### src/desSboxTables.svh
`ifndef DES_SBOX_TABLES_SVH
`define DES_SBOX_TABLES_SVH

// ##############################
// s-boxes S1..S8
// ##############################
// indexed [box][row * 16 + column], one table row per line
localparam logic [3:0] SBOX_TABLE [0:7][0:63] = '{
	// S1
	'{
		14,  4, 13,  1,  2, 15, 11,  8,  3, 10,  6, 12,  5,  9,  0,  7,
		 0, 15,  7,  4, 14,  2, 13,  1, 10,  6, 12, 11,  9,  5,  3,  8,
		 4,  1, 14,  8, 13,  6,  2, 11, 15, 12,  9,  7,  3, 10,  5,  0,
		15, 12,  8,  2,  4,  9,  1,  7,  5, 11,  3, 14, 10,  0,  6, 13
	},
	// S2
	'{
		15,  1,  8, 14,  6, 11,  3,  4,  9,  7,  2, 13, 12,  0,  5, 10,
		 3, 13,  4,  7, 15,  2,  8, 14, 12,  0,  1, 10,  6,  9, 11,  5,
		 0, 14,  7, 11, 10,  4, 13,  1,  5,  8, 12,  6,  9,  3,  2, 15,
		13,  8, 10,  1,  3, 15,  4,  2, 11,  6,  7, 12,  0,  5, 14,  9
	},
	// S3
	'{
		10,  0,  9, 14,  6,  3, 15,  5,  1, 13, 12,  7, 11,  4,  2,  8,
		13,  7,  0,  9,  3,  4,  6, 10,  2,  8,  5, 14, 12, 11, 15,  1,
		13,  6,  4,  9,  8, 15,  3,  0, 11,  1,  2, 12,  5, 10, 14,  7,
		 1, 10, 13,  0,  6,  9,  8,  7,  4, 15, 14,  3, 11,  5,  2, 12
	},
	// S4
	'{
		 7, 13, 14,  3,  0,  6,  9, 10,  1,  2,  8,  5, 11, 12,  4, 15,
		13,  8, 11,  5,  6, 15,  0,  3,  4,  7,  2, 12,  1, 10, 14,  9,
		10,  6,  9,  0, 12, 11,  7, 13, 15,  1,  3, 14,  5,  2,  8,  4,
		 3, 15,  0,  6, 10,  1, 13,  8,  9,  4,  5, 11, 12,  7,  2, 14
	},
	// S5
	'{
		 2, 12,  4,  1,  7, 10, 11,  6,  8,  5,  3, 15, 13,  0, 14,  9,
		14, 11,  2, 12,  4,  7, 13,  1,  5,  0, 15, 10,  3,  9,  8,  6,
		 4,  2,  1, 11, 10, 13,  7,  8, 15,  9, 12,  5,  6,  3,  0, 14,
		11,  8, 12,  7,  1, 14,  2, 13,  6, 15,  0,  9, 10,  4,  5,  3
	},
	// S6
	'{
		12,  1, 10, 15,  9,  2,  6,  8,  0, 13,  3,  4, 14,  7,  5, 11,
		10, 15,  4,  2,  7, 12,  9,  5,  6,  1, 13, 14,  0, 11,  3,  8,
		 9, 14, 15,  5,  2,  8, 12,  3,  7,  0,  4, 10,  1, 13, 11,  6,
		 4,  3,  2, 12,  9,  5, 15, 10, 11, 14,  1,  7,  6,  0,  8, 13
	},
	// S7
	'{
		 4, 11,  2, 14, 15,  0,  8, 13,  3, 12,  9,  7,  5, 10,  6,  1,
		13,  0, 11,  7,  4,  9,  1, 10, 14,  3,  5, 12,  2, 15,  8,  6,
		 1,  4, 11, 13, 12,  3,  7, 14, 10, 15,  6,  8,  0,  5,  9,  2,
		 6, 11, 13,  8,  1,  4, 10,  7,  9,  5,  0, 15, 14,  2,  3, 12
	},
	// S8
	'{
		13,  2,  8,  4,  6, 15, 11,  1, 10,  9,  3, 14,  5,  0, 12,  7,
		 1, 15, 13,  8, 10,  3,  7,  4, 12,  5,  6, 11,  0, 14,  9,  2,
		 7, 11,  4,  1,  9, 12, 14,  2,  0,  6, 10, 13, 15,  3,  5,  8,
		 2,  1, 14,  7,  4, 10,  8, 13, 15, 12,  9,  0,  3,  5,  6, 11
	}
};

`endif
### src/desPkg.sv
`default_nettype none

package desPkg;

	// ##############################
	// widths
	// ##############################
	localparam int BLOCK_W    = 64;
	localparam int HALF_W     = 32;
	localparam int KEY_HALF_W = 28;
	localparam int SUBKEY_W   = 48;
	localparam int NUM_ROUNDS = 16;

	typedef enum logic {
		MODE_ENC = 1'b0,
		MODE_DEC = 1'b1
	} desMode_t;

	// one pipeline slot, text halves and key halves travel together
	typedef struct packed {
		logic                  valid;
		desMode_t              mode;
		logic [HALF_W-1:0]     l;
		logic [HALF_W-1:0]     r;
		logic [KEY_HALF_W-1:0] c;
		logic [KEY_HALF_W-1:0] d;
	} roundState_t;

	// left rotation per encryption round, index 1 is the first round
	localparam int SHIFT_SCHEDULE [1:NUM_ROUNDS] = '{
		1, 1, 2, 2, 2, 2, 2, 2,
		1, 2, 2, 2, 2, 2, 2, 1
	};

	`include "desSboxTables.svh"

	// ##############################
	// s-box access
	// ##############################
	// outer bits pick the row, inner four the column
	function automatic logic [3:0] sboxLookup(
		input logic [2:0] box,
		input logic [5:0] sixBits
	);
		logic [1:0] row;
		logic [3:0] col;
		row = {sixBits[5], sixBits[0]};
		col = sixBits[4:1];
		return SBOX_TABLE[box][{row, col}];
	endfunction

endpackage

`default_nettype wire

### src/desOutputStage.sv
`default_nettype none
`timescale 1ns/100ps

module desOutputStage (
	input  wire                         i_Clk,
	input  wire                         i_Rst,
	input  wire desPkg::roundState_t    i_State,
	output logic                        o_fDone,
	output logic [desPkg::BLOCK_W-1:0]  o_Text
);
	import desPkg::*;

	// inverse of the initial permutation
	function automatic logic [BLOCK_W-1:0] invIpPerm(input logic [BLOCK_W-1:0] x);
		return {x[24], x[56], x[16], x[48], x[ 8], x[40], x[ 0], x[32],
				x[25], x[57], x[17], x[49], x[ 9], x[41], x[ 1], x[33],
				x[26], x[58], x[18], x[50], x[10], x[42], x[ 2], x[34],
				x[27], x[59], x[19], x[51], x[11], x[43], x[ 3], x[35],
				x[28], x[60], x[20], x[52], x[12], x[44], x[ 4], x[36],
				x[29], x[61], x[21], x[53], x[13], x[45], x[ 5], x[37],
				x[30], x[62], x[22], x[54], x[14], x[46], x[ 6], x[38],
				x[31], x[63], x[23], x[55], x[15], x[47], x[ 7], x[39]};
	endfunction

	logic [BLOCK_W-1:0] resultText;

	// halves swap back after the last round
	assign resultText = invIpPerm({i_State.r, i_State.l});

	always_ff @(posedge i_Clk or negedge i_Rst) begin
		if (!i_Rst) begin
			o_fDone <= 1'b0;
			o_Text  <= '0;
		end else begin
			o_fDone <= i_State.valid;
			o_Text  <= i_State.valid ? resultText : '0;
		end
	end

	// the last round hands over idle slots with no key material
	idleSlotNoKey: assert property (
		@(posedge i_Clk) disable iff (!i_Rst)
		!i_State.valid |-> (i_State.c == '0 && i_State.d == '0)
	);

endmodule

`default_nettype wire

### config.mk
export PLATFORM = sky130hd
export DESIGN_NAME = desOutputStage
export DESIGN_NICKNAME = d
export VERILOG_FILES = /design/src/desPkg.sv /design/src/desOutputStage.sv
export VERILOG_INCLUDE_DIRS = /design/src
export SDC_FILE = /design/constraint.sdc
export NUM_CORES = 1
export LEC_CHECK = 0
export BUFFER_PORTS_ARGS = -buffer_cell sky130_fd_sc_hd__buf_2
export CAP_MARGIN = 25
export CORE_UTILIZATION = 30
export CTS_BUF_LIST = sky130_fd_sc_hd__clkbuf_16
export DETAILED_ROUTE_END_ITERATION = 10
export PLACE_DENSITY_LB_ADDON = 0.25
export SLEW_MARGIN = 20
export SYNTH_ARGS = -nofsm -noshare
export SYNTH_HDL_FRONTEND = slang
export SYNTH_SLANG_ARGS = --single-unit
### constraint.sdc
create_clock -name i_Clk -period 0.8 [get_ports i_Clk]
set_input_delay 0 -clock i_Clk [delete_from_list [all_inputs] [get_ports i_Clk]]
set_output_delay 0 -clock i_Clk [all_outputs]
set_load 0.005 [all_outputs]
# --- Word level (Yosys, flattened, before mapping) ---
# Index checks and enable logic that the tools add are counted.
totals:
  out_inout_bits: 65
  ff_bits: 65
  inputBits: 124
  elab_cells: 3
classes:
  n_mux: 1
ops:
  columns: ["cell", "count"]
  rows:
  - ["two-way mux 64 bit", 1]

# --- Logic depth before layout (Yosys ltp) ---
logic_depth:
  word_depth: 1
  ltp_mapped: 2
  mapped_depth_nobuf: 1

# --- Least setup slack after synthesis ---
# Ideal clock, no wire load.
synth_timing:
  path_kind: "input to register"
  startpoint: "in i_State[121] (netlist bit)"
  endpoint: "reg o_Text[0] (netlist bit)"
  arrival_ns: 0.280
  setup_time_ns: 0.120
  path_stages: 2
  path_buffers: 1
  path_slack_ns: 0.400
  path_cell_list: "clkbuf_2 > and2_2"
synth_via:
  elab_chain_cells: 1
synth_lines:
  columns: ["item", "line", "source"]
  rows:
  - ["start, declared", "desOutputStage.sv:7", "input wire desPkg::roundState_t i_State,"]
  - ["two-way mux 64 bit", "desOutputStage.sv:36", "o_Text <= i_State.valid ? resultText : '0;"]
  - ["end signal, assigned", "desOutputStage.sv:36", null]
  - ["end, declared", "desOutputStage.sv:9", "output logic [desPkg::BLOCK_W-1:0] o_Text"]
# No other way between the ends.

# --- Worst setup path after layout ---
layout_timing:
  startpoint: "reg o_Text[7] (netlist bit)"
  endpoint: "out o_Text[7] (netlist bit)"
# No word-level cell between the ends.

==> results_dict.tcl <==
set metrics [dict create \
    crit_family "flip-flops" \
    final_antenna_net_count 0 \
    synthFlopType "dfrtp_1" \
    min_path_type "in2reg" \
    synthTopCellsByCount "dfrtp_1 (65), and2_2 (64), clkbuf_2 (6)" \
    syn-num-nets 259 \
    synth_top_area_share_pct 76.1 \
    p_leak_nw 2.06 \
    core.rowCount 30 \
    chipHeight_um 86.4 \
    clk_path_buf_depth 2 \
    cts.htree.levels 3 \
    drtPass1Iterations 4 \
    antenna_found_initial 0 \
    yosys_warnings 0 \
    post_cts_buffers 0 \
    synth-seq-cells 65 \
    synthCells 135 \
    io_buffers 131 \
    syn_to_final_growth_pct 80.1 \
    finalCritPeriodShare_pct 102 \
    ctsResizeCount 0 \
    core_um2 6830 \
    drc 0 \
    nNetsFinal 463 \
    synth.most_common_cell "dfrtp_1" \
    slowest_delay_ns 0.37 \
    grt_overflow_total 0 \
    yosysUniqueCellTypes 3 \
    worstSetupStartpointType "register" \
    ys_async_sr_fraction_pct 100 \
    synth.avg_cell_area_um2 15.8 \
    cts_tree "yes" \
    yosys-top-cells-area "dfrtp_1 (76%), and2_2 (22%), clkbuf_2 (1.4%)" \
    hold_viol 0 \
    violations "negative setup slack" \
    die_area_um2 7460 \
    fillers 588 \
    hold_ws_ns 0.137 \
    relSlewSlack_pct 77.7 \
    hpwl_um 3250 \
    power.density_nw_per_um2 1990 \
    period_needed_ns 0.817 \
    status "finished, violations left" \
    drtIter0Drc 39 \
    vias_per_cell 3.86 \
    rsz0062_at_grt "yes" \
    synth_enable_flop_cells 0 \
    crit_chain "buf_2" \
    clkTransAtPathRegs_ns 0.05 \
    setup_ws_ns -0.0169 \
    fp.dieW_um 86.4 \
    critPathBufInv 1 \
    crit_type "reg2out" \
    start_util_pct 31.3 \
    drive_above_1_share_pct 61.0 \
    yosysTopAreaCell "dfrtp_1" \
    synth_area_um2 2140 \
    crit_arrival_ns 0.82 \
    wirelength_um 5320 \
    end_kind "primary output" \
    drv_cap 0 \
    vdd.ir_drop.worst_v 0.000961 \
    finalSetupViolations 11 \
    grt_max_degree 66 \
    wl_per_cell_um 12.1 \
    place.gp.congestion 0.624 \
    grt_usage_pct 15.5 \
    tightest_slew_ns 0.335 \
    clockRootBuffer "clkbuf_16" \
    cts_buffers 9 \
    drv_slew 0 \
    grt_first_pass_wirelength_um 8500 \
    grt_pass1_vias 1791 \
    antenna_cells 0 \
    via_count 1699 \
    required_ns 0.80 \
    ys_seq_area_share_pct 76.1 \
    io_pins 189 \
    critical-path-slowest-cell "dfrtp_1" \
    cp_max_fo 1 \
    max_freq_ghz 1.22 \
    cts_sinks 65 \
    fin_setup_tns_ns -0.0595 \
]
## area by class of cell
class,count,area [um2],share of cell area [%]
tap,96,120,3.12
sequential,65,1630,42.3
multi-input combinational,64,480,12.5
clock inverter,7,30.0,0.780
timing repair buffer,199,1370,35.5
clock buffer,9,225,5.85
## through the flow
stage / instance area (um2) / utilization, % / worst slack, ns / instances / power, mW
5_1_grt: 3850 / 56.3 / -0.0410 / 440 / 8.03
6_report: 3850 / 56.3 / -0.0169 / 440 / 7.66
4_1_cts: 3850 / 56.3 / -0.0266 / 440 / 7.78
2_1_floorplan: 2140 / - / 0.400 / 135 / 3.75
3_5_place_dp: 2940 / 43.1 / 0.0842 / 359 / 4.19
3_3_place_gp: 2940 / 43.1 / 0.0899 / 359 / 4.17
## per-layer routing
layer	vias up	wire, um	track usage, %
met1	796	2070	16.8
met5	-	0	0
li1	817	-	-
met3	9	378	4.29
met2	77	2770	27.5
met4	0	114	8.18
## kinds of logic after synthesis
group	synth area share, %
buffers and inverters	1.41
DFF	76.1
and+or+nand+nor	22.5
## registers in the layout, indices dropped and copies added (netlist names)
| name | cells |
|---|---|
| o_fDone | 1 |
| o_Text | 64 |
## cell usage in the layout, fill, tap and decap left out
cell,instances
buf_2,131
clkbuf_16,9
clkinv_1,2
clkinv_2,3
dfrtp_1,65
inv_1,2
dlygate4sd3_1,65
buf_12,3
and2_2,64
## worst paths after layout
kind	cells after the start	end	startpoint	slack, ns
max in group asynchronous	3	o_Text[31]$_DFF_PN0_	i_Rst	0.29
min in group asynchronous	3	o_Text[55]$_DFF_PN0_	i_Rst	0.24
worst min-delay path	2	o_Text[16]$_DFF_PN0_	i_State[121]	0.14
worst max-delay path	1	o_Text[7]	o_Text[7]$_DFF_PN0_	-0.02
## repair_timing
| action | CTS | global route |
|---|---|---|
| hold endpoints to repair | 129 | 0 |
| hold buffers | 65 | 0 |
| endpoints found under the setup margin | 46 | 65 |
## report_power, final
part           switching, mW  leakage (nW)  total, mW  internal, mW
Sequential            0.0384         0.836       3.50          3.46
Clock                   1.25         0.136       3.28          2.03
Combinational          0.312          1.08      0.881         0.569
Total                   1.60          2.06       7.66          6.05
Note: power is estimated with default switching activity, not from simulation.
