==> config.mk <==
export PLATFORM = sky130hd
export DESIGN_NAME = desRound
export DESIGN_NICKNAME = d
export VERILOG_FILES = /design/src/desPkg.sv /design/src/desRound.sv
export VERILOG_INCLUDE_DIRS = /design/src
export SDC_FILE = /design/constraint.sdc
export NUM_CORES = 1
export LEC_CHECK = 0
export ABC_AREA = 1
export BUFFER_PORTS_ARGS = -buffer_cell sky130_fd_sc_hd__buf_4
export CAP_MARGIN = 20
export CORE_MARGIN = 2
export CORE_UTILIZATION = 38
export CTS_CLUSTER_DIAMETER = 50
export DETAILED_ROUTE_END_ITERATION = 7
export PLACE_DENSITY = 0.59
export SKIP_LAST_GASP = 1
export SYNTH_ARGS = -nofsm -noshare
export SYNTH_HDL_FRONTEND = slang
export SYNTH_SLANG_ARGS = --single-unit
export TNS_END_PERCENT = 50
==> constraint.sdc <==
create_clock -name i_Clk -period 0.8 [get_ports i_Clk]
set_clock_uncertainty 0.1 [all_clocks]
set_input_delay 0.16 -clock i_Clk [delete_from_list [all_inputs] [get_ports i_Clk]]
set_output_delay 0.16 -clock i_Clk [all_outputs]
set_load 0.005 [all_outputs]
==> src/desSboxTables.svh <==
`ifndef DES_SBOX_TABLES_SVH
`define DES_SBOX_TABLES_SVH

// ##############################
// s-boxes S1..S8
// ##############################
// indexed [box][row * 16 + column], one table row per line
localparam logic [3:0] SBOX_TABLE [0:7][0:63] = '{
	// S1
	'{
		14,  4, 13,  1,  2, 15, 11,  8,  3, 10,  6, 12,  5,  9,  0,  7,
		 0, 15,  7,  4, 14,  2, 13,  1, 10,  6, 12, 11,  9,  5,  3,  8,
		 4,  1, 14,  8, 13,  6,  2, 11, 15, 12,  9,  7,  3, 10,  5,  0,
		15, 12,  8,  2,  4,  9,  1,  7,  5, 11,  3, 14, 10,  0,  6, 13
	},
	// S2
	'{
		15,  1,  8, 14,  6, 11,  3,  4,  9,  7,  2, 13, 12,  0,  5, 10,
		 3, 13,  4,  7, 15,  2,  8, 14, 12,  0,  1, 10,  6,  9, 11,  5,
		 0, 14,  7, 11, 10,  4, 13,  1,  5,  8, 12,  6,  9,  3,  2, 15,
		13,  8, 10,  1,  3, 15,  4,  2, 11,  6,  7, 12,  0,  5, 14,  9
	},
	// S3
	'{
		10,  0,  9, 14,  6,  3, 15,  5,  1, 13, 12,  7, 11,  4,  2,  8,
		13,  7,  0,  9,  3,  4,  6, 10,  2,  8,  5, 14, 12, 11, 15,  1,
		13,  6,  4,  9,  8, 15,  3,  0, 11,  1,  2, 12,  5, 10, 14,  7,
		 1, 10, 13,  0,  6,  9,  8,  7,  4, 15, 14,  3, 11,  5,  2, 12
	},
	// S4
	'{
		 7, 13, 14,  3,  0,  6,  9, 10,  1,  2,  8,  5, 11, 12,  4, 15,
		13,  8, 11,  5,  6, 15,  0,  3,  4,  7,  2, 12,  1, 10, 14,  9,
		10,  6,  9,  0, 12, 11,  7, 13, 15,  1,  3, 14,  5,  2,  8,  4,
		 3, 15,  0,  6, 10,  1, 13,  8,  9,  4,  5, 11, 12,  7,  2, 14
	},
	// S5
	'{
		 2, 12,  4,  1,  7, 10, 11,  6,  8,  5,  3, 15, 13,  0, 14,  9,
		14, 11,  2, 12,  4,  7, 13,  1,  5,  0, 15, 10,  3,  9,  8,  6,
		 4,  2,  1, 11, 10, 13,  7,  8, 15,  9, 12,  5,  6,  3,  0, 14,
		11,  8, 12,  7,  1, 14,  2, 13,  6, 15,  0,  9, 10,  4,  5,  3
	},
	// S6
	'{
		12,  1, 10, 15,  9,  2,  6,  8,  0, 13,  3,  4, 14,  7,  5, 11,
		10, 15,  4,  2,  7, 12,  9,  5,  6,  1, 13, 14,  0, 11,  3,  8,
		 9, 14, 15,  5,  2,  8, 12,  3,  7,  0,  4, 10,  1, 13, 11,  6,
		 4,  3,  2, 12,  9,  5, 15, 10, 11, 14,  1,  7,  6,  0,  8, 13
	},
	// S7
	'{
		 4, 11,  2, 14, 15,  0,  8, 13,  3, 12,  9,  7,  5, 10,  6,  1,
		13,  0, 11,  7,  4,  9,  1, 10, 14,  3,  5, 12,  2, 15,  8,  6,
		 1,  4, 11, 13, 12,  3,  7, 14, 10, 15,  6,  8,  0,  5,  9,  2,
		 6, 11, 13,  8,  1,  4, 10,  7,  9,  5,  0, 15, 14,  2,  3, 12
	},
	// S8
	'{
		13,  2,  8,  4,  6, 15, 11,  1, 10,  9,  3, 14,  5,  0, 12,  7,
		 1, 15, 13,  8, 10,  3,  7,  4, 12,  5,  6, 11,  0, 14,  9,  2,
		 7, 11,  4,  1,  9, 12, 14,  2,  0,  6, 10, 13, 15,  3,  5,  8,
		 2,  1, 14,  7,  4, 10,  8, 13, 15, 12,  9,  0,  3,  5,  6, 11
	}
};

`endif
==> src/desPkg.sv <==
`default_nettype none

package desPkg;

	// ##############################
	// widths
	// ##############################
	localparam int BLOCK_W    = 64;
	localparam int HALF_W     = 32;
	localparam int KEY_HALF_W = 28;
	localparam int SUBKEY_W   = 48;
	localparam int NUM_ROUNDS = 16;

	typedef enum logic {
		MODE_ENC = 1'b0,
		MODE_DEC = 1'b1
	} desMode_t;

	// one pipeline slot, text halves and key halves travel together
	typedef struct packed {
		logic                  valid;
		desMode_t              mode;
		logic [HALF_W-1:0]     l;
		logic [HALF_W-1:0]     r;
		logic [KEY_HALF_W-1:0] c;
		logic [KEY_HALF_W-1:0] d;
	} roundState_t;

	// left rotation per encryption round, index 1 is the first round
	localparam int SHIFT_SCHEDULE [1:NUM_ROUNDS] = '{
		1, 1, 2, 2, 2, 2, 2, 2,
		1, 2, 2, 2, 2, 2, 2, 1
	};

	`include "desSboxTables.svh"

	// ##############################
	// s-box access
	// ##############################
	// outer bits pick the row, inner four the column
	function automatic logic [3:0] sboxLookup(
		input logic [2:0] box,
		input logic [5:0] sixBits
	);
		logic [1:0] row;
		logic [3:0] col;
		row = {sixBits[5], sixBits[0]};
		col = sixBits[4:1];
		return SBOX_TABLE[box][{row, col}];
	endfunction

endpackage

`default_nettype wire

==> src/desRound.sv <==
`default_nettype none
`timescale 1ns/100ps

module desRound #(
	parameter int ROUND_IDX = 1
) (
	input  wire                         i_Clk,
	input  wire                         i_Rst,
	input  wire desPkg::roundState_t    i_State,
	output desPkg::roundState_t         o_State
);
	import desPkg::*;

	// encryption rotates left before PC2, decryption rotates right after it
	localparam int SHIFT_ENC = SHIFT_SCHEDULE[ROUND_IDX];
	localparam int SHIFT_DEC = SHIFT_SCHEDULE[NUM_ROUNDS + 1 - ROUND_IDX];

	function automatic logic [KEY_HALF_W-1:0] rotLeft(
		input logic [KEY_HALF_W-1:0] x,
		input int                    n
	);
		return (x << n) | (x >> (KEY_HALF_W - n));
	endfunction

	function automatic logic [KEY_HALF_W-1:0] rotRight(
		input logic [KEY_HALF_W-1:0] x,
		input int                    n
	);
		return (x >> n) | (x << (KEY_HALF_W - n));
	endfunction

	function automatic logic [SUBKEY_W-1:0] pc2Perm(input logic [2*KEY_HALF_W-1:0] x);
		return {x[42], x[39], x[45], x[32], x[55], x[51],
				x[53], x[28], x[41], x[50], x[35], x[46],
				x[33], x[37], x[44], x[52], x[30], x[48],
				x[40], x[49], x[29], x[36], x[43], x[54],
				x[15], x[ 4], x[25], x[19], x[ 9], x[ 1],
				x[26], x[16], x[ 5], x[11], x[23], x[ 8],
				x[12], x[ 7], x[17], x[ 0], x[22], x[ 3],
				x[10], x[14], x[ 6], x[20], x[27], x[24]};
	endfunction

	// E table, each 4-bit group borrows its neighbours' edge bits
	function automatic logic [SUBKEY_W-1:0] expand(input logic [HALF_W-1:0] x);
		return {x[0], x[31:27], x[28:23], x[24:19], x[20:15],
				x[16:11], x[12:7], x[8:3], x[4:0], x[31]};
	endfunction

	function automatic logic [HALF_W-1:0] pPerm(input logic [HALF_W-1:0] x);
		return {x[16], x[25], x[12], x[11], x[ 3], x[20], x[ 4], x[15],
				x[31], x[17], x[ 9], x[ 6], x[27], x[14], x[ 1], x[22],
				x[30], x[24], x[ 8], x[18], x[ 0], x[ 5], x[29], x[23],
				x[13], x[19], x[ 2], x[26], x[10], x[21], x[28], x[ 7]};
	endfunction

	logic [KEY_HALF_W-1:0] cKey;
	logic [KEY_HALF_W-1:0] dKey;
	logic [KEY_HALF_W-1:0] cNext;
	logic [KEY_HALF_W-1:0] dNext;
	logic [SUBKEY_W-1:0]   subKey;
	logic [SUBKEY_W-1:0]   sboxIn;
	logic [HALF_W-1:0]     sboxOut;
	logic [HALF_W-1:0]     roundOut;
	roundState_t           nextState;

	// ##############################
	// key schedule step
	// ##############################
	always_comb begin
		if (i_State.mode == MODE_DEC) begin
			cKey  = i_State.c;
			dKey  = i_State.d;
			cNext = rotRight(i_State.c, SHIFT_DEC);
			dNext = rotRight(i_State.d, SHIFT_DEC);
		end else begin
			cKey  = rotLeft(i_State.c, SHIFT_ENC);
			dKey  = rotLeft(i_State.d, SHIFT_ENC);
			cNext = cKey;
			dNext = dKey;
		end
	end

	assign subKey = pc2Perm({cKey, dKey});

	// ##############################
	// round function
	// ##############################
	assign sboxIn = expand(i_State.r) ^ subKey;

	// S1 sits in the top six bits
	always_comb begin
		for (int b = 0; b < 8; b++) begin
			sboxOut[HALF_W-1-4*b -: 4] = sboxLookup(3'(b), sboxIn[SUBKEY_W-1-6*b -: 6]);
		end
	end

	assign roundOut = pPerm(sboxOut);

	// valid and mode ride along untouched
	always_comb begin
		nextState   = i_State;
		nextState.l = i_State.r;
		nextState.r = i_State.l ^ roundOut;
		nextState.c = cNext;
		nextState.d = dNext;
	end

	always_ff @(posedge i_Clk or negedge i_Rst) begin
		if (!i_Rst) begin
			o_State <= '0;
		end else begin
			o_State <= nextState;
		end
	end

	// an idle slot arrives with its key halves cleared
	idleSlotNoKey: assert property (
		@(posedge i_Clk) disable iff (!i_Rst)
		!i_State.valid |-> (i_State.c == '0 && i_State.d == '0)
	);

endmodule

`default_nettype wire

After elaboration in Yosys (flattened, before gate mapping)

Memories as Yosys holds them, arrays and structs flattened.
Cells that the tools add are included.
W data, S select, Z words.

Memories kept: 8
Bits in read-only memories: 2048
Output and inout bits: 122
Word-level logic and storage cells: 56
Flip-flop bits (word level): 122

Memory list:

| memory          | words | bits a word | rd ports | clocked after memory_dff | wr ports | line         | source |
|---|---|---|---|---|---|---|---|
| (no name shown) | 64    | 4           | 1        | 0                        | 0        | desPkg.sv:49 | `return SBOX_TABLE[box][{row, col}];` |
| (no name shown) | 64    | 4           | 1        | 0                        | 0        | desPkg.sv:49 |  |
| (no name shown) | 64    | 4           | 1        | 0                        | 0        | desPkg.sv:49 |  |
| (no name shown) | 64    | 4           | 1        | 0                        | 0        | desPkg.sv:49 |  |
| (no name shown) | 64    | 4           | 1        | 0                        | 0        | desPkg.sv:49 |  |
| (no name shown) | 64    | 4           | 1        | 0                        | 0        | desPkg.sv:49 |  |
| 2 more memories | --    | --          | --       | --                       | --       | --           |  |

Mux-type cells: 20
Order comparisons: 8
Bitwise operators: 14

Operators with widths:

| cell                 | number |
|---|---|
| $mux W28             | 4 |
| $mux W4              | 16 |
| $ge A7 B7 Y1 const B | 8 |
| $not A6 Y7           | 8 |
| $or A27 B28 Y28      | 2 |
| $or A28 B1 Y28       | 2 |
| $xor A48 B48 Y48     | 1 |
| $xor A32 B32 Y32     | 1 |

Depth between registers and ports, before layout

Depth after elaboration: 8
Depth in mapped cells: 18
Depth with buffers taken out: 16

Worst setup path after synthesis

No wires, ideal clock.

Path kind: input to register
Start point: input port i_State[120] in the netlist's numbering
End point: register o_State[64] in the netlist's numbering
Slack: -1.237 ns
Data arrival time: 1.820 ns
Cell stages on the path: 17
Setup time: 0.116 ns
Cells stage by stage: inv_2 > buf_4 > buf_6 > nand2_1 > nand2_1 > nand2_1 > nand2_1 > ha_1 > inv_1 > nand2_1 > nand2_1 > nand2_1 > nand3_1 > nand3_1 > nand2_1 > nand2_1 > nand2_1

RTL lines:

| element                | line            | source |
|---|---|---|
| start: declaration     | desRound.sv:9   | `input wire desPkg::roundState_t i_State,` |
| end signal: assignment | desRound.sv:112 | `o_State <= nextState;` |
| end: declaration       | desRound.sv:10  | `output desPkg::roundState_t o_State` |

==> summary.txt <==
initial core utilization: 38.5%
status: finished with violations
Crit path largest cell delay: 0.32 ns
Fin. Hold Viols: 24
# DRC: 0
row count: 59
n_diodes: 0
PD cells: 1530 nW/um2
complex-gate fraction of the synthesized area: 1.74%
CP Max Fanout: 6
Max Slew Vio Count: 0
worst path cell trace: buf_16 -> buf_16 -> nand2_8 -> nand2_8 -> nand2_4 -> nand2_8 -> ha_4 -> inv_4 -> nand2_4 -> nand2_4 -> nand2_4 -> nand3_2 -> nand3_2 -> nand2_2 -> nand2_2 -> nand2_2
Finished Core Util: 70.0%
pin count of the biggest net entering global routing: 29
Wirelength per Cell: 15.9 um
Area growth syn-to-layout: 81.8%
CP required: 1.02 ns
synth warn: 0
VDD IR max: 0.00123 V
DR pass1 iterations: 5
Biggest register: o_State
final worst path period share: 196%
global-route wire length before repair: 62.3 mm
Hold/Removal Path Class: input port to register
RSZ-0062 raised after global routing: true
setup violators final: 157
Max Clk Rate: 637 MHz
Post-Syn Nets: 1788
Final GP Congestion: 0.892
biggest regs: o_State: 122 flops
grt ovf: 0
XOR/XNOR Fraction of Synth Area: 2.20%
total die area: 27700 um2
commonest register cell after synthesis: dfrtp_1
failing checks: negative hold slack, negative setup slack
Most common cell on crit path: nand2_4
sequential area share after synthesis: 30.5%
number of global-route vias before repair: 12200
Crit path buffers/inverters: 3
Synth area leaders: dfrtp_1 31%, nand2_1 29%, nand3_1 18%
adder-cell share of the synthesized area: 7.75%
largest family of logic cells by synthesized area: simple AND/OR/NAND/NOR gates
ANT nets after route: 0
max reg flops: 122
Seq cells post-synth: 122
Reg clk slew, reported paths: 0.06 ns
top-count cell post-synth: nand2_1
Die Span Y: 166 um
Simple-Gate Fraction of Synth Area: 50.3%
Core Area: 26000 um2
mux contribution to synthesized area: 0%
Arr. time, crit path: 1.79 ns
CTS tree: done
Synth Cell Area: 10000 um2
Lkg Pwr: 9.72 nW
Mapped Avg Cell Area: 6.25 um2
GRT Overall Usage: 27.9%
H-tree levels: 4
Syn Inst Count: 1602
hold_ws: -0.154 ns
initial antenna violation count: 0
fin cells: 2519
Die Wd: 166 um
post-route minimum period: 1.57 ns
Initial DRC Count: 891
Synth area leader: dfrtp_1
kind of critical path: input port to register
Post-synth top cells: 786 x nand2_1, 368 x nand3_1, 122 x dfrtp_1
Final #Nets: 2357
Worst slew margin: 80.9%
placed insts: 2376
vias per std cell: 5.07
via count: 12800
Async SR Flop Fraction: 100%
layout filler cell count: 2220
CTS Sinks: 122
worst slew pin tran: 0.284 ns
Yosys cell types: 23
Worst setup EP type: register
boundary pin count: 246
DP HPWL: 28.7 mm
clock buffer depth: 2
Num CTS Buffers: 17
clk root buf: clkbuf_16
Post-Route WL: 40.2 mm
Worst path top cell family by delay: simple AND/OR/NAND/NOR gates
CP startpoint kind: input port
EDFF count, synth: 0
ratio of cells with drive above 1 in the final layout: 43.7%
worst setup margin: -0.769 ns
input/output buffers: 245
top cell type's share of synthesized area: 30.5%
max_cap viols: 0
CP max-delay cell: ha_4
-- per-stage QoR --
step           hold slack [ns]  total power, mW  setup slack (ns)  area, um2  setup TNS, ns
6_report                -0.154             27.8            -0.769      18200         -67.45
3_3_place_gp           -0.0923             17.7             -1.30      14600         -55.40
5_1_grt                 -0.155             29.5            -0.826      18200         -73.72
2_1_floorplan           -0.236             13.0            -0.986      10600         -33.78
4_1_cts                 -0.168             26.6            -0.680      17000         -67.98
3_5_place_dp           -0.0866             17.8             -1.34      14600         -56.85
-- report_power, final --
part	switching (mW)	internal (mW)	total [mW]
clock network	2.98	4.23	7.22
logic	7.16	6.21	13.4
registers	0.330	6.86	7.19
-- repair_timing --
item,CTS,global route
hold buffers,73,1
pin swaps,62,103
cloned,7,3
setup endpoints to repair,155,156
buffers inserted,17,12
resized for setup,224,242
hold endpoints to repair,222,23
-- placed cells by master (no fill, tap or decap), drive strengths merged, types with 15 or more instances in the layout --
cell type,count
dlygate4sd3,74
nand3b,15
nand2,794
ha,62
buf,509
inv,139
dfrtp,122
o21ai,27
clkbuf,26
nand3,368
-- layout make-up --
cell class,instances,area [um2],area share [%]
inverter,138,574,3.16
timing repair inverter,2,22.5,0.124
multi-input combinational,1302,8310,45.7
tap,335,419,2.30
sequential,122,3050,16.8
timing repair buffer,588,5290,29.1
clock buffer,23,448,2.46
clock inverter,9,75.1,0.413
-- metal layers --
layer,GRT usage (%),wire (um),up-vias
li1,-,-,6262
met1,38.9,18000,6022
met2,45.5,19100,413
met3,3.72,2150,67
met4,7.76,909,0
met5,0,0,-
-- final timing paths --
check,from,to,slack (ns),depth (start not counted)
hold / removal,i_State[47],o_State[46]$_DFF_PN0_,-0.15,3
min in group asynchronous,i_Rst,o_State[121]$_DFF_PN0_,0.03,2
setup / recovery,i_State[120],o_State[59]$_DFF_PN0_,-0.77,16
max in group asynchronous,i_Rst,o_State[103]$_DFF_PN0_,0.11,3
-- cell families (layout without fill, tap and decap cells) --
logic type               count (synthesis)  in the layout
XOR/XNOR                                14             14
buffers and inverters                  178            760
AO/OA/AOI/OAI                           31             31
AND/OR/NAND/NOR                       1195           1195
adder cells (fa/ha/maj)                 62             62
flip-flops                             122            122
-- tightest hold or removal path, cell delays in order --
cell	delay, ns
buf_4	0.08
nand2_1	0.04
nand2_1	0.05
No activity file was read; power rests on OpenSTA's default activity.
