[src/desSboxTables.svh]
`ifndef DES_SBOX_TABLES_SVH
`define DES_SBOX_TABLES_SVH

// ##############################
// s-boxes S1..S8
// ##############################
// indexed [box][row * 16 + column], one table row per line
localparam logic [3:0] SBOX_TABLE [0:7][0:63] = '{
	// S1
	'{
		14,  4, 13,  1,  2, 15, 11,  8,  3, 10,  6, 12,  5,  9,  0,  7,
		 0, 15,  7,  4, 14,  2, 13,  1, 10,  6, 12, 11,  9,  5,  3,  8,
		 4,  1, 14,  8, 13,  6,  2, 11, 15, 12,  9,  7,  3, 10,  5,  0,
		15, 12,  8,  2,  4,  9,  1,  7,  5, 11,  3, 14, 10,  0,  6, 13
	},
	// S2
	'{
		15,  1,  8, 14,  6, 11,  3,  4,  9,  7,  2, 13, 12,  0,  5, 10,
		 3, 13,  4,  7, 15,  2,  8, 14, 12,  0,  1, 10,  6,  9, 11,  5,
		 0, 14,  7, 11, 10,  4, 13,  1,  5,  8, 12,  6,  9,  3,  2, 15,
		13,  8, 10,  1,  3, 15,  4,  2, 11,  6,  7, 12,  0,  5, 14,  9
	},
	// S3
	'{
		10,  0,  9, 14,  6,  3, 15,  5,  1, 13, 12,  7, 11,  4,  2,  8,
		13,  7,  0,  9,  3,  4,  6, 10,  2,  8,  5, 14, 12, 11, 15,  1,
		13,  6,  4,  9,  8, 15,  3,  0, 11,  1,  2, 12,  5, 10, 14,  7,
		 1, 10, 13,  0,  6,  9,  8,  7,  4, 15, 14,  3, 11,  5,  2, 12
	},
	// S4
	'{
		 7, 13, 14,  3,  0,  6,  9, 10,  1,  2,  8,  5, 11, 12,  4, 15,
		13,  8, 11,  5,  6, 15,  0,  3,  4,  7,  2, 12,  1, 10, 14,  9,
		10,  6,  9,  0, 12, 11,  7, 13, 15,  1,  3, 14,  5,  2,  8,  4,
		 3, 15,  0,  6, 10,  1, 13,  8,  9,  4,  5, 11, 12,  7,  2, 14
	},
	// S5
	'{
		 2, 12,  4,  1,  7, 10, 11,  6,  8,  5,  3, 15, 13,  0, 14,  9,
		14, 11,  2, 12,  4,  7, 13,  1,  5,  0, 15, 10,  3,  9,  8,  6,
		 4,  2,  1, 11, 10, 13,  7,  8, 15,  9, 12,  5,  6,  3,  0, 14,
		11,  8, 12,  7,  1, 14,  2, 13,  6, 15,  0,  9, 10,  4,  5,  3
	},
	// S6
	'{
		12,  1, 10, 15,  9,  2,  6,  8,  0, 13,  3,  4, 14,  7,  5, 11,
		10, 15,  4,  2,  7, 12,  9,  5,  6,  1, 13, 14,  0, 11,  3,  8,
		 9, 14, 15,  5,  2,  8, 12,  3,  7,  0,  4, 10,  1, 13, 11,  6,
		 4,  3,  2, 12,  9,  5, 15, 10, 11, 14,  1,  7,  6,  0,  8, 13
	},
	// S7
	'{
		 4, 11,  2, 14, 15,  0,  8, 13,  3, 12,  9,  7,  5, 10,  6,  1,
		13,  0, 11,  7,  4,  9,  1, 10, 14,  3,  5, 12,  2, 15,  8,  6,
		 1,  4, 11, 13, 12,  3,  7, 14, 10, 15,  6,  8,  0,  5,  9,  2,
		 6, 11, 13,  8,  1,  4, 10,  7,  9,  5,  0, 15, 14,  2,  3, 12
	},
	// S8
	'{
		13,  2,  8,  4,  6, 15, 11,  1, 10,  9,  3, 14,  5,  0, 12,  7,
		 1, 15, 13,  8, 10,  3,  7,  4, 12,  5,  6, 11,  0, 14,  9,  2,
		 7, 11,  4,  1,  9, 12, 14,  2,  0,  6, 10, 13, 15,  3,  5,  8,
		 2,  1, 14,  7,  4, 10,  8, 13, 15, 12,  9,  0,  3,  5,  6, 11
	}
};

`endif
[src/desPkg.sv]
`default_nettype none

package desPkg;

	// ##############################
	// widths
	// ##############################
	localparam int BLOCK_W    = 64;
	localparam int HALF_W     = 32;
	localparam int KEY_HALF_W = 28;
	localparam int SUBKEY_W   = 48;
	localparam int NUM_ROUNDS = 16;

	typedef enum logic {
		MODE_ENC = 1'b0,
		MODE_DEC = 1'b1
	} desMode_t;

	// one pipeline slot, text halves and key halves travel together
	typedef struct packed {
		logic                  valid;
		desMode_t              mode;
		logic [HALF_W-1:0]     l;
		logic [HALF_W-1:0]     r;
		logic [KEY_HALF_W-1:0] c;
		logic [KEY_HALF_W-1:0] d;
	} roundState_t;

	// left rotation per encryption round, index 1 is the first round
	localparam int SHIFT_SCHEDULE [1:NUM_ROUNDS] = '{
		1, 1, 2, 2, 2, 2, 2, 2,
		1, 2, 2, 2, 2, 2, 2, 1
	};

	`include "desSboxTables.svh"

	// ##############################
	// s-box access
	// ##############################
	// outer bits pick the row, inner four the column
	function automatic logic [3:0] sboxLookup(
		input logic [2:0] box,
		input logic [5:0] sixBits
	);
		logic [1:0] row;
		logic [3:0] col;
		row = {sixBits[5], sixBits[0]};
		col = sixBits[4:1];
		return SBOX_TABLE[box][{row, col}];
	endfunction

endpackage

`default_nettype wire

[src/desInputStage.sv]
`default_nettype none
`timescale 1ns/100ps

module desInputStage (
	input  wire                         i_Clk,
	input  wire                         i_Rst,
	input  wire                         i_fStart,
	input  wire                         i_fDec,
	input  wire [desPkg::BLOCK_W-1:0]   i_Key,
	input  wire [desPkg::BLOCK_W-1:0]   i_Text,
	output desPkg::roundState_t         o_State
);
	import desPkg::*;

	// initial permutation
	function automatic logic [BLOCK_W-1:0] ipPerm(input logic [BLOCK_W-1:0] x);
		return {x[ 6], x[14], x[22], x[30], x[38], x[46], x[54], x[62],
				x[ 4], x[12], x[20], x[28], x[36], x[44], x[52], x[60],
				x[ 2], x[10], x[18], x[26], x[34], x[42], x[50], x[58],
				x[ 0], x[ 8], x[16], x[24], x[32], x[40], x[48], x[56],
				x[ 7], x[15], x[23], x[31], x[39], x[47], x[55], x[63],
				x[ 5], x[13], x[21], x[29], x[37], x[45], x[53], x[61],
				x[ 3], x[11], x[19], x[27], x[35], x[43], x[51], x[59],
				x[ 1], x[ 9], x[17], x[25], x[33], x[41], x[49], x[57]};
	endfunction

	// PC1 drops the parity bits, C in the upper half
	function automatic logic [2*KEY_HALF_W-1:0] pc1Perm(input logic [BLOCK_W-1:0] x);
		return {x[ 7], x[15], x[23], x[31], x[39], x[47], x[55],
				x[63], x[ 6], x[14], x[22], x[30], x[38], x[46],
				x[54], x[62], x[ 5], x[13], x[21], x[29], x[37],
				x[45], x[53], x[61], x[ 4], x[12], x[20], x[28],
				x[ 1], x[ 9], x[17], x[25], x[33], x[41], x[49],
				x[57], x[ 2], x[10], x[18], x[26], x[34], x[42],
				x[50], x[58], x[ 3], x[11], x[19], x[27], x[35],
				x[43], x[51], x[59], x[36], x[44], x[52], x[60]};
	endfunction

	logic [BLOCK_W-1:0]      ipText;
	logic [2*KEY_HALF_W-1:0] pc1Key;
	roundState_t             nextState;

	assign ipText = ipPerm(i_Text);
	assign pc1Key = pc1Perm(i_Key);

	// idle slots stay all zero so no key bits linger in the pipe
	always_comb begin
		nextState = '0;
		if (i_fStart) begin
			nextState.valid = 1'b1;
			nextState.mode  = i_fDec ? MODE_DEC : MODE_ENC;
			nextState.l     = ipText[BLOCK_W-1:HALF_W];
			nextState.r     = ipText[HALF_W-1:0];
			nextState.c     = pc1Key[2*KEY_HALF_W-1:KEY_HALF_W];
			nextState.d     = pc1Key[KEY_HALF_W-1:0];
		end
	end

	always_ff @(posedge i_Clk or negedge i_Rst) begin
		if (!i_Rst) begin
			o_State <= '0;
		end else begin
			o_State <= nextState;
		end
	end

endmodule

`default_nettype wire

[config.mk]
export PLATFORM = sky130hd
export DESIGN_NAME = desInputStage
export DESIGN_NICKNAME = d
export VERILOG_FILES = /design/src/desPkg.sv /design/src/desInputStage.sv
export VERILOG_INCLUDE_DIRS = /design/src
export SDC_FILE = /design/constraint.sdc
export NUM_CORES = 1
export LEC_CHECK = 0
export ABC_AREA = 1
export BUFFER_PORTS_ARGS = -buffer_cell sky130_fd_sc_hd__buf_4
export CAP_MARGIN = 25
export CORE_ASPECT_RATIO = 0.6
export CORE_UTILIZATION = 30
export CTS_CLUSTER_DIAMETER = 60
export DETAILED_ROUTE_END_ITERATION = 7
export RECOVER_POWER = 25
export SYNTH_ARGS = -nofsm -noshare
export SYNTH_HDL_FRONTEND = slang
export SYNTH_SLANG_ARGS = --single-unit
export TNS_END_PERCENT = 10
[constraint.sdc]
create_clock -name i_Clk -period 0.8 [get_ports i_Clk]
set_input_delay 0.08 -clock i_Clk [delete_from_list [all_inputs] [get_ports i_Clk]]
set_output_delay 0.08 -clock i_Clk [all_outputs]
set_load 0.005 [all_outputs]
### Yosys cells after proc, flatten, opt, wreduce, memory -nomap -nowiden

Index checks and enable logic that the tools add are counted.

| operators by class | value |
|---|---|
| muxes and demuxes | 2 |

Operator list:

| cell | count |
|---|---|
| $mux W122 | 1 |
| $mux W1 | 1 |

| storage, ports and cells | value |
|---|---|
| output and inout port bits | 122 |
| logic and storage cells | 8 |
| input port bits | 132 |
| register bits | 122 |

### Depth between registers and ports, before layout

Gate-level depths: netlist of the first run.

| depth | value |
|---|---|
| word-level depth | 2 |
| gate-level depth with buffers | 4 |
| gate-level depth less buffers | 2 |

### Worst setup path after synthesis of the first run

OpenSTA, ideal clock, no wires.

| path | value |
|---|---|
| path type | input to register |
| start | input port i_fStart |
| end | register o_State[100] (netlist bit) |
| stages | 4 |
| data required time | 0.687 ns |
| buffers on the path | 2 |
| arrival | 0.467 ns |
| slack | 0.220 ns |
| cell sequence | buf_2 -> buf_4 -> nand2_1 -> inv_1 |

RTL lines:

| element | line | source |
|---|---|---|
| start: declaration | desInputStage.sv:7 | `input wire i_fStart,` |
| end signal: assignment | desInputStage.sv:63 | `o_State <= nextState;` |
| end: declaration | desInputStage.sv:11 | `output desPkg::roundState_t o_State` |

### Worst setup path after layout of the first run

| path | value |
|---|---|
| start | register o_State[58] (netlist bit) |
| end | output port o_State[58] (netlist bit) |

No word-level cell between the ends.

==> flow_summary_export.csv, run 1 <==
group,metric,value,unit
worst_setup_path,cp_max_fo,1,
worst_setup_path,worstPathCellList,"buf_6",
pwr,peakVddDrop,1.25,mV
detailed_routing,drt_pre_antenna_iters,6,
worst_setup_path,worstSetupStartpointType,"flop",
cells_and_area,largest_register_ffs,122,
sta,tightest_slew,0.362,ns
worst_setup_path,criticalPathCategory,"reg -> out",
sta,setup_tns,-20.36,ns
placed_design,postPlaceCellArea,0.00614,mm²
sta,period_share,1.26,
clock_tree,clock-root-buffer,"sky130_fd_sc_hd__clkbuf_16",
floorplan,pin_count,254,
min_path,holdPathStages,4,
clock_tree,cts_tree,"yes",
placed_design,dp.final_hpwl,7.84,mm
floorplan,design.core.area,0.0130,mm²
sta,grt_setup_unrepaired,"true",
worst_setup_path,cpLargestDelayFamily,"flip-flops",
global_routing,grt_usage,0.198,
clock_tree,numClockSinks,122,
global_routing,grt_overflow,0,
detailed_routing,post_detailed_route_wirelength_per_cell,14.0,µm
logic_synthesis,postSynthAreaPerCell,10.7,µm²
sta,final-setup-viol-count,122,
detailed_routing,detail_route.iter0.violations,166,
placed_design,place.gp.congestion,0.755,
logic_synthesis,yosys_warnings,0,
sta,hold_viol_final,0,
min_path,hold_path_class,"in -> reg",
logic_synthesis,synth_sequential_area_ratio,0.754,
worst_setup_path,crit_path_required_time,0.72,ns
logic_synthesis,ys_ff_latch,122,
sta,final-max-slew-violation-count,0,
logic_synthesis,mappedNetlistNets,509,
logic_synthesis,combined_area_of_all_synthesized_cells,0.00405,mm²
placed_design,buffer_ports.inserted,245,
floorplan,die_w,152,µm
pwr,fin_total_pwr,0.0159,W
worst_setup_path,critPathCaptureType,"output port",
floorplan,dieArea,0.0140,mm²
worst_setup_path,critical-path-slowest-cell,"sky130_fd_sc_hd__dfrtp_1",
floorplan,num_rows,32,
worst_setup_path,critPathBufInv,1,
worst_setup_path,critPathArrivalTime,0.93,ns
floorplan,vertical_extent_of_the_die,92.0,µm
global_routing,grt_first_pass_wirelength,20.8,mm
clock_tree,clkTransAtPathRegs,0.06,ns
cells_and_area,max_flop_register,"o_State",
logic_synthesis,instance_count_of_the_mapped_netlist,377,
min_path,hold_path.startpoint,"i_fStart",
sta,worst_setup_slack_after_layout,-0.211,ns
sta,slew_headroom,0.759,
clock_tree,htree_num_levels,4,
worst_setup_path,cpPeakStageDelay,0.40,ns
logic_synthesis,ys_types,5,
cells_and_area,finish.net_count,890,
clock_tree,numCtsBuffers,17,
detailed_routing,drtAntennaViolNets,0,
cells_and_area,nFillCells,942,
outcome,status,"finished, violations left",
cells_and_area,area_growth,106,%
global_routing,first_global_vias,4070,
clock_tree,max-clock-path-buffers,2,
floorplan,effective_utilization_at_floorplan,0.311,
job,max_cap_viol_count,0,
global_routing,grt_antenna_before_repair,1,
pwr,power.density_cell_area,1900,mW/mm²
detailed_routing,via_count,3711,
detailed_routing,totalWireLength,13.2,mm
cells_and_area,post-route-cell-area,0.00833,mm²
cells_and_area,share_of_layout_cells_above_drive_strength_1,0.364,
global_routing,grt_start_max_net_pins,46,
cells_and_area,final_core_util,0.640,
min_path,holdPathEnd,"o_State[18]",
detailed_routing,vias_per_cell,3.94,
detailed_routing,drcViolationCount,34,
sta,timing.fmax,0.989,GHz
sta,finalWorstPathRequiredPeriod,1.01,ns
cells_and_area,largestRegisters,"o_State (122)",
pwr,power.leakage,4.93,nW
outcome,failing_checks,"design-rule violations, negative setup slack",
-- cells by family after synthesis --
family                 count (synthesis)  share of synthesized area
buffers and inverters                134                      0.134
flip-flops                           122                      0.754
AND/OR/NAND/NOR                      121                      0.112
-- worst max path at each step --
stage | from | to | slack [ns] | cells past startpoint
4_1_cts | o_State[82] | o_State[82] | -0.21 | 1
5_1_grt | o_State[58] | o_State[58] | -0.25 | 1
2_1_floorplan | i_fStart | o_State[100] | 0.22 | 4
3_5_place_dp | i_fStart | o_State[119] | 0.09 | 4
3_3_place_gp | i_fStart | o_State[91] | 0.12 | 4
6_report | o_State[58] | o_State[58] | -0.21 | 1
-- metrics by stage --
step	setup WS [ns]	hold slack [ns]	std cells
after floorplan	0.220	-0.216	377
after global placement	0.122	0.0999	787
after detailed placement	0.0861	0.0975	787
after CTS	-0.214	0.0912	941
after global routing	-0.249	0.118	942
final	-0.211	0.123	942
-- Yosys cell counts --
cell type | count | area share
sky130_fd_sc_hd__dfrtp_1 | 122 | 0.75
sky130_fd_sc_hd__inv_1 | 121 | 0.11
sky130_fd_sc_hd__nand2_1 | 121 | 0.11
sky130_fd_sc_hd__buf_4 | 9 | 0.017
sky130_fd_sc_hd__buf_2 | 4 | 0.0049
-- repair_timing --
item                                   CTS  global route
gates cloned                             0             0
hold buffers                           122             0
endpoints found under the hold margin  243             0
gates resized for setup                122             0
setup endpoints to repair              122           122
setup buffers                            0             0
-- placed cells by master (no fill, tap or decap) --
master                          instances
sky130_fd_sc_hd__dfrtp_1              122
sky130_fd_sc_hd__buf_4                123
sky130_fd_sc_hd__buf_6                124
sky130_fd_sc_hd__diode_2                1
sky130_fd_sc_hd__clkbuf_2               1
sky130_fd_sc_hd__clkbuf_1               4
sky130_fd_sc_hd__nand2_1              121
sky130_fd_sc_hd__inv_1                121
sky130_fd_sc_hd__clkinv_2               5
sky130_fd_sc_hd__bufinv_16              1
sky130_fd_sc_hd__buf_12                 3
sky130_fd_sc_hd__clkinvlp_4             4
sky130_fd_sc_hd__clkbuf_4               1
sky130_fd_sc_hd__clkbuf_16             17
sky130_fd_sc_hd__dlygate4sd3_1        122
sky130_fd_sc_hd__clkinv_4               2
-- report_power, final --
part / total (W) / internal (W) / switching [W]
sequential: 0.00665 / 0.00649 / 0.000159
clock: 0.00694 / 0.00424 / 0.00270
combinational: 0.00226 / 0.00147 / 0.000791
total: 0.0159 / 0.0122 / 0.00365
-- area by class of cell --
type / instances / area, µm² / share of cell area
diodes: 1 / 2.50 / 0.000300
flip-flops and latches: 122 / 3050 / 0.366
multi-input cells: 121 / 454 / 0.0545
clock inverters: 12 / 103 / 0.0123
well taps: 170 / 213 / 0.0255
clock buffers: 20 / 437 / 0.0524
inverters: 121 / 454 / 0.0545
repair buffers: 375 / 3620 / 0.434
-- metal layers --
layer	vias up	GRT usage	wire, µm
met5	-	0	0
met4	0	0.0748	174
met3	17	0.0803	1160
met2	175	0.345	6710
met1	1744	0.217	5170
li1	1775	-	-
(Power assumes the default switching activity.)
==> inputs of run 2 (changes only) <==
--- a/config.mk
+++ b/config.mk
@@ -10,9 +10,11 @@
 export BUFFER_PORTS_ARGS = -buffer_cell sky130_fd_sc_hd__buf_4
 export CAP_MARGIN = 25
 export CORE_ASPECT_RATIO = 0.6
-export CORE_UTILIZATION = 30
+export CORE_UTILIZATION = 38
 export CTS_CLUSTER_DIAMETER = 60
 export DETAILED_ROUTE_END_ITERATION = 7
+export MAX_ROUTING_LAYER = met4
+export PLACE_DENSITY = 0.75
 export RECOVER_POWER = 25
 export SYNTH_ARGS = -nofsm -noshare
 export SYNTH_HDL_FRONTEND = slang
==> flow_summary_export.csv, run 2 (synthesis gave the netlist of run 1 again) <==
group,metric,value,unit
placed_design,place.gp.congestion,0.830,
floorplan,dieArea,0.0111,mm²
clock_tree,htree_num_levels,4,
floorplan,vertical_extent_of_the_die,82.0,µm
cells_and_area,finish.net_count,888,
floorplan,die_w,135,µm
global_routing,first_global_vias,4150,
pwr,power.leakage,4.96,nW
sta,grt_setup_unrepaired,"true",
detailed_routing,drtAntennaViolNets,0,
detailed_routing,totalWireLength,14.2,mm
placed_design,postPlaceCellArea,0.00606,mm²
worst_setup_path,critPathBufInv,1,
outcome,status,"finished, violations left",
cells_and_area,nFillCells,481,
sta,hold_viol_final,0,
sta,worst_setup_slack_after_layout,-0.205,ns
cells_and_area,largestRegisters,"o_State (122)",
cells_and_area,final-instance-count-excl-fill,905,
worst_setup_path,critPathArrivalTime,0.93,ns
clock_tree,clock-root-buffer,"sky130_fd_sc_hd__clkbuf_16",
sta,period_share,1.26,
clock_tree,cts_tree,"yes",
worst_setup_path,worstSetupStartpointType,"flop",
pwr,power.density_cell_area,2010,mW/mm²
worst_setup_path,cp_max_fo,1,
clock_tree,max-clock-path-buffers,2,
pwr,fin_total_pwr,0.0168,W
sta,finalWorstPathRequiredPeriod,1.01,ns
detailed_routing,drcViolationCount,0,
global_routing,grt_antenna_before_repair,1,
clock_tree,numClockSinks,122,
global_routing,grt_start_max_net_pins,60,
detailed_routing,vias_per_cell,4.29,
sta,timing.fmax,0.995,GHz
placed_design,placedCellCount,749,
sta,setup_tns,-20.76,ns
pwr,peakVddDrop,1.99,mV
placed_design,dp.final_hpwl,7.25,mm
detailed_routing,post_detailed_route_wirelength_per_cell,15.7,µm
sta,final-setup-viol-count,122,
worst_setup_path,cpLargestDelayFamily,"flip-flops",
cells_and_area,max_flop_register,"o_State",
global_routing,grt_overflow,0,
worst_setup_path,cpPeakStageDelay,0.40,ns
sta,tightest_slew,0.325,ns
sta,final-max-slew-violation-count,0,
detailed_routing,drt_pre_antenna_iters,4,
global_routing,grt_first_pass_wirelength,21.3,mm
job,max_cap_viol_count,0,
clock_tree,numCtsBuffers,17,
cells_and_area,most_common_cell_after_layout_fill_and_taps_aside,"sky130_fd_sc_hd__dlygate4sd3_1",
worst_setup_path,crit_path_required_time,0.72,ns
cells_and_area,area_growth,107,%
sta,slew_headroom,0.783,
worst_setup_path,worstPathCellList,"buf_6",
cells_and_area,mostFrequentLayoutCells,"sky130_fd_sc_hd__dlygate4sd3_1 (123), sky130_fd_sc_hd__dfrtp_1 (122), sky130_fd_sc_hd__buf_6 (122)",
global_routing,grt_usage,0.274,
worst_setup_path,critPathCaptureType,"output port",
cells_and_area,share_of_layout_cells_above_drive_strength_1,0.367,
detailed_routing,via_count,3878,
cells_and_area,largest_register_ffs,122,
floorplan,design.core.area,0.0101,mm²
placed_design,buffer_ports.inserted,245,
sta,holdWs,0.130,ns
outcome,failing_checks,"negative setup slack",
floorplan,pin_count,254,
cells_and_area,post-route-cell-area,0.00837,mm²
floorplan,num_rows,28,
worst_setup_path,critical-path-slowest-cell,"sky130_fd_sc_hd__dfrtp_1",
detailed_routing,detail_route.iter0.violations,127,
clock_tree,clkTransAtPathRegs,0.06,ns
worst_setup_path,criticalPathCategory,"reg -> out",
floorplan,effective_utilization_at_floorplan,0.401,
min_path,hold_path_class,"in -> async",
==> run 2: how the worst max path moves through the flow <==
stage,start,endpoint,slack [ns],cells past startpoint
3_3_place_gp,i_fStart,o_State[113],0.09,4
5_1_grt,o_State[88],o_State[88],-0.24,1
4_1_cts,o_State[115],o_State[115],-0.22,1
2_1_floorplan,i_fStart,o_State[100],0.22,4
3_5_place_dp,i_fStart,o_State[62],0.04,4
6_report,o_State[88],o_State[88],-0.21,1
==> run 2: routing by layer <==
metal / GRT usage / up-vias / wire (µm)
met5: - / - / 0
met4: 0.101 / 0 / 310
met3: 0.0722 / 29 / 980
met2: 0.497 / 190 / 7590
met1: 0.293 / 1881 / 5350
li1: - / 1778 / -
==> run 2: area by class of cell <==
cell class	count	area, µm²	area share
antenna	1	2.50	0.000299
clock buffer	19	453	0.0541
clock inverter	13	169	0.0202
inverter	121	454	0.0543
multi-input combinational	121	454	0.0543
sequential	122	3050	0.365
tap	135	169	0.0202
timing repair buffer	373	3610	0.432
==> run 2: repair_timing <==
action / 4_1_cts / 5_1_grt
gates resized for setup: 122 / 0
hold buffers: 123 / 0
gates cloned: 0 / 0
buffers inserted: 0 / 0
endpoints found under the hold margin: 244 / 0
setup endpoints to repair: 122 / 122
==> run 2: stage by stage <==
stage	setup WS, ns	utilization
after floorplan	0.220	-
after global placement	0.0897	0.600
after detailed placement	0.0372	0.600
after CTS	-0.220	0.829
after global routing	-0.241	0.829
final	-0.205	0.829
==> run 2: power by group <==
group	switching, W	internal, W	leakage, nW
Clock	0.00280	0.00509	0.292
Sequential	0.000167	0.00649	1.57
Combinational	0.000824	0.00145	3.09
==> inputs of run 3 (changes only) <==
--- a/config.mk
+++ b/config.mk
@@ -10,6 +10,7 @@
 export BUFFER_PORTS_ARGS = -buffer_cell sky130_fd_sc_hd__buf_4
 export CAP_MARGIN = 25
 export CORE_ASPECT_RATIO = 0.6
+export CORE_MARGIN = 5
 export CORE_UTILIZATION = 38
 export CTS_CLUSTER_DIAMETER = 60
 export DETAILED_ROUTE_END_ITERATION = 7
==> flow_summary_export.csv, run 3 (synthesis gave the netlist of run 1 again) <==
group,metric,value,unit
outcome,status,"finished, violations left",
outcome,failing_checks,"negative setup slack",
placed_design,dp.final_hpwl,8.32,mm
floorplan,pin_count,254,
pwr,peakVddDrop,1.64,mV
worst_setup_path,crit_path_required_time,0.72,ns
worst_setup_path,cpLargestDelayFamily,"flip-flops",
worst_setup_path,worstPathCellList,"buf_6",
global_routing,grt_start_max_net_pins,66,
cells_and_area,largestRegisters,"o_State (122)",
sta,worst_setup_slack_after_layout,-0.209,ns
global_routing,first_global_vias,4328,
pwr,power.leakage,4.91,nW
floorplan,vertical_extent_of_the_die,90.0,µm
cells_and_area,share_of_layout_cells_above_drive_strength_1,0.362,
floorplan,num_rows,29,
min_path,holdPathStages,4,
worst_setup_path,critPathBufInv,1,
floorplan,die_w,143,µm
sta,final-setup-viol-count,228,
cells_and_area,largest_register_ffs,122,
min_path,hold_path_class,"in -> reg",
detailed_routing,drcViolationCount,0,
cells_and_area,area_growth,104,%
worst_setup_path,critPathCaptureType,"output port",
job,max_cap_viol_count,0,
floorplan,design.core.area,0.0105,mm²
cells_and_area,mostFrequentLayoutCells,"sky130_fd_sc_hd__dlygate4sd3_1 (122), sky130_fd_sc_hd__dfrtp_1 (122), sky130_fd_sc_hd__buf_6 (122)",
detailed_routing,drt_pre_antenna_iters,4,
clock_tree,cts_tree,"yes",
detailed_routing,totalWireLength,15.0,mm
worst_setup_path,criticalPathCategory,"reg -> out",
sta,holdWs,0.165,ns
cells_and_area,finish.net_count,887,
clock_tree,numClockSinks,122,
sta,final-max-slew-violation-count,0,
worst_setup_path,critical_path_cell_count,1,
clock_tree,clkTransAtPathRegs,0.05,ns
worst_setup_path,critPathArrivalTime,0.93,ns
sta,tightest_slew,0.609,ns
global_routing,grt_usage,0.236,
clock_tree,htree_num_levels,4,
sta,period_share,1.26,
min_path,hold_path.startpoint,"i_fStart",
placed_design,place.gp.congestion,0.798,
sta,slew_headroom,0.594,
worst_setup_path,worstSetupStartpoint,"o_State[102]",
sta,timing.fmax,0.991,GHz
clock_tree,numCtsBuffers,17,
detailed_routing,via_count,3843,
detailed_routing,detail_route.iter0.violations,110,
detailed_routing,vias_per_cell,4.25,
detailed_routing,post_detailed_route_wirelength_per_cell,16.6,µm
global_routing,grt_first_pass_wirelength,22.7,mm
global_routing,grt_overflow,0,
floorplan,effective_utilization_at_floorplan,0.386,
placed_design,buffer_ports.inserted,245,
floorplan,dieArea,0.0129,mm²
clock_tree,clock-root-buffer,"sky130_fd_sc_hd__clkbuf_16",
worst_setup_path,worstSetupStartpointType,"flop",
detailed_routing,drtAntennaViolNets,0,
global_routing,grt_antenna_before_repair,0,
cells_and_area,max_flop_register,"o_State",
placed_design,dp_worst_setup_slack,0.0744,ns
worst_setup_path,critical-path-slowest-cell,"sky130_fd_sc_hd__dfrtp_1",
sta,hold_viol_final,0,
clock_tree,max-clock-path-buffers,2,
cells_and_area,antenna-diode-count,0,
worst_setup_path,cpPeakStageDelay,0.41,ns
pwr,power.density_cell_area,1900,mW/mm²
sta,grt_setup_unrepaired,"true",
worst_setup_path,cp_max_fo,1,
sta,finalWorstPathRequiredPeriod,1.01,ns
[run 3: cell count changes in the layout (fill, tap and decap cells not counted), moves of 3 or more]
| cell | change |
|---|---|
| sky130_fd_sc_hd__clkinv_2 | +4 |
| sky130_fd_sc_hd__buf_4 | +25 |
| sky130_fd_sc_hd__clkinv_4 | -4 |
| sky130_fd_sc_hd__clkbuf_4 | -24 |
| sky130_fd_sc_hd__bufinv_16 | -3 |
[run 3: per-layer routing]
metal | GRT usage | part of all wire
met5 | - | 0
met4 | 0.0839 | 0.028
met3 | 0.0981 | 0.10
met2 | 0.411 | 0.52
met1 | 0.239 | 0.35
[run 3: final timing paths]
kind	end
worst min-delay path	o_State[66]
min in group asynchronous	o_State[120]
max in group asynchronous	o_State[88]
worst max-delay path	o_State[102]
[run 3: layout make-up]
type / count / area (µm²)
clock buffers: 21 / 480
clock inverters: 8 / 47.5
fillers: 584 / 2240
inverters: 121 / 454
multi-input cells: 121 / 454
flip-flops and latches: 122 / 3050
well taps: 139 / 174
repair buffers: 372 / 3590
[run 3: repair_timing]
item | 4_1_cts | 5_1_grt
setup buffers | 0 | 0
cloned | 0 | 0
endpoints found under the hold margin | 243 | 0
hold buffers | 122 | 0
resized for setup | 122 | 0
setup endpoints to repair | 122 | 122
[run 3: stage by stage]
step                      cell area, µm²  power [W]  setup TNS [ns]  std cells  utilization
after floorplan                     4050    0.00704               0        377            -
after global placement              6060    0.00819               0        753        0.578
after detailed placement            6060    0.00825               0        753        0.578
after CTS                           8270     0.0157          -21.21        904        0.789
after global routing                8250     0.0163          -42.28        904        0.787
final                               8250     0.0157          -23.95        904        0.787
[run 3: power breakdown]
| part | switching [W] | leakage (nW) | internal, W | total (W) |
|---|---|---|---|---|
| logic | 0.000838 | 3.08 | 0.00145 | 0.00229 |
| clock network | 0.00255 | 0.258 | 0.00420 | 0.00675 |
| registers | 0.000167 | 1.57 | 0.00649 | 0.00666 |
| total | 0.00355 | 4.91 | 0.0121 | 0.0157 |
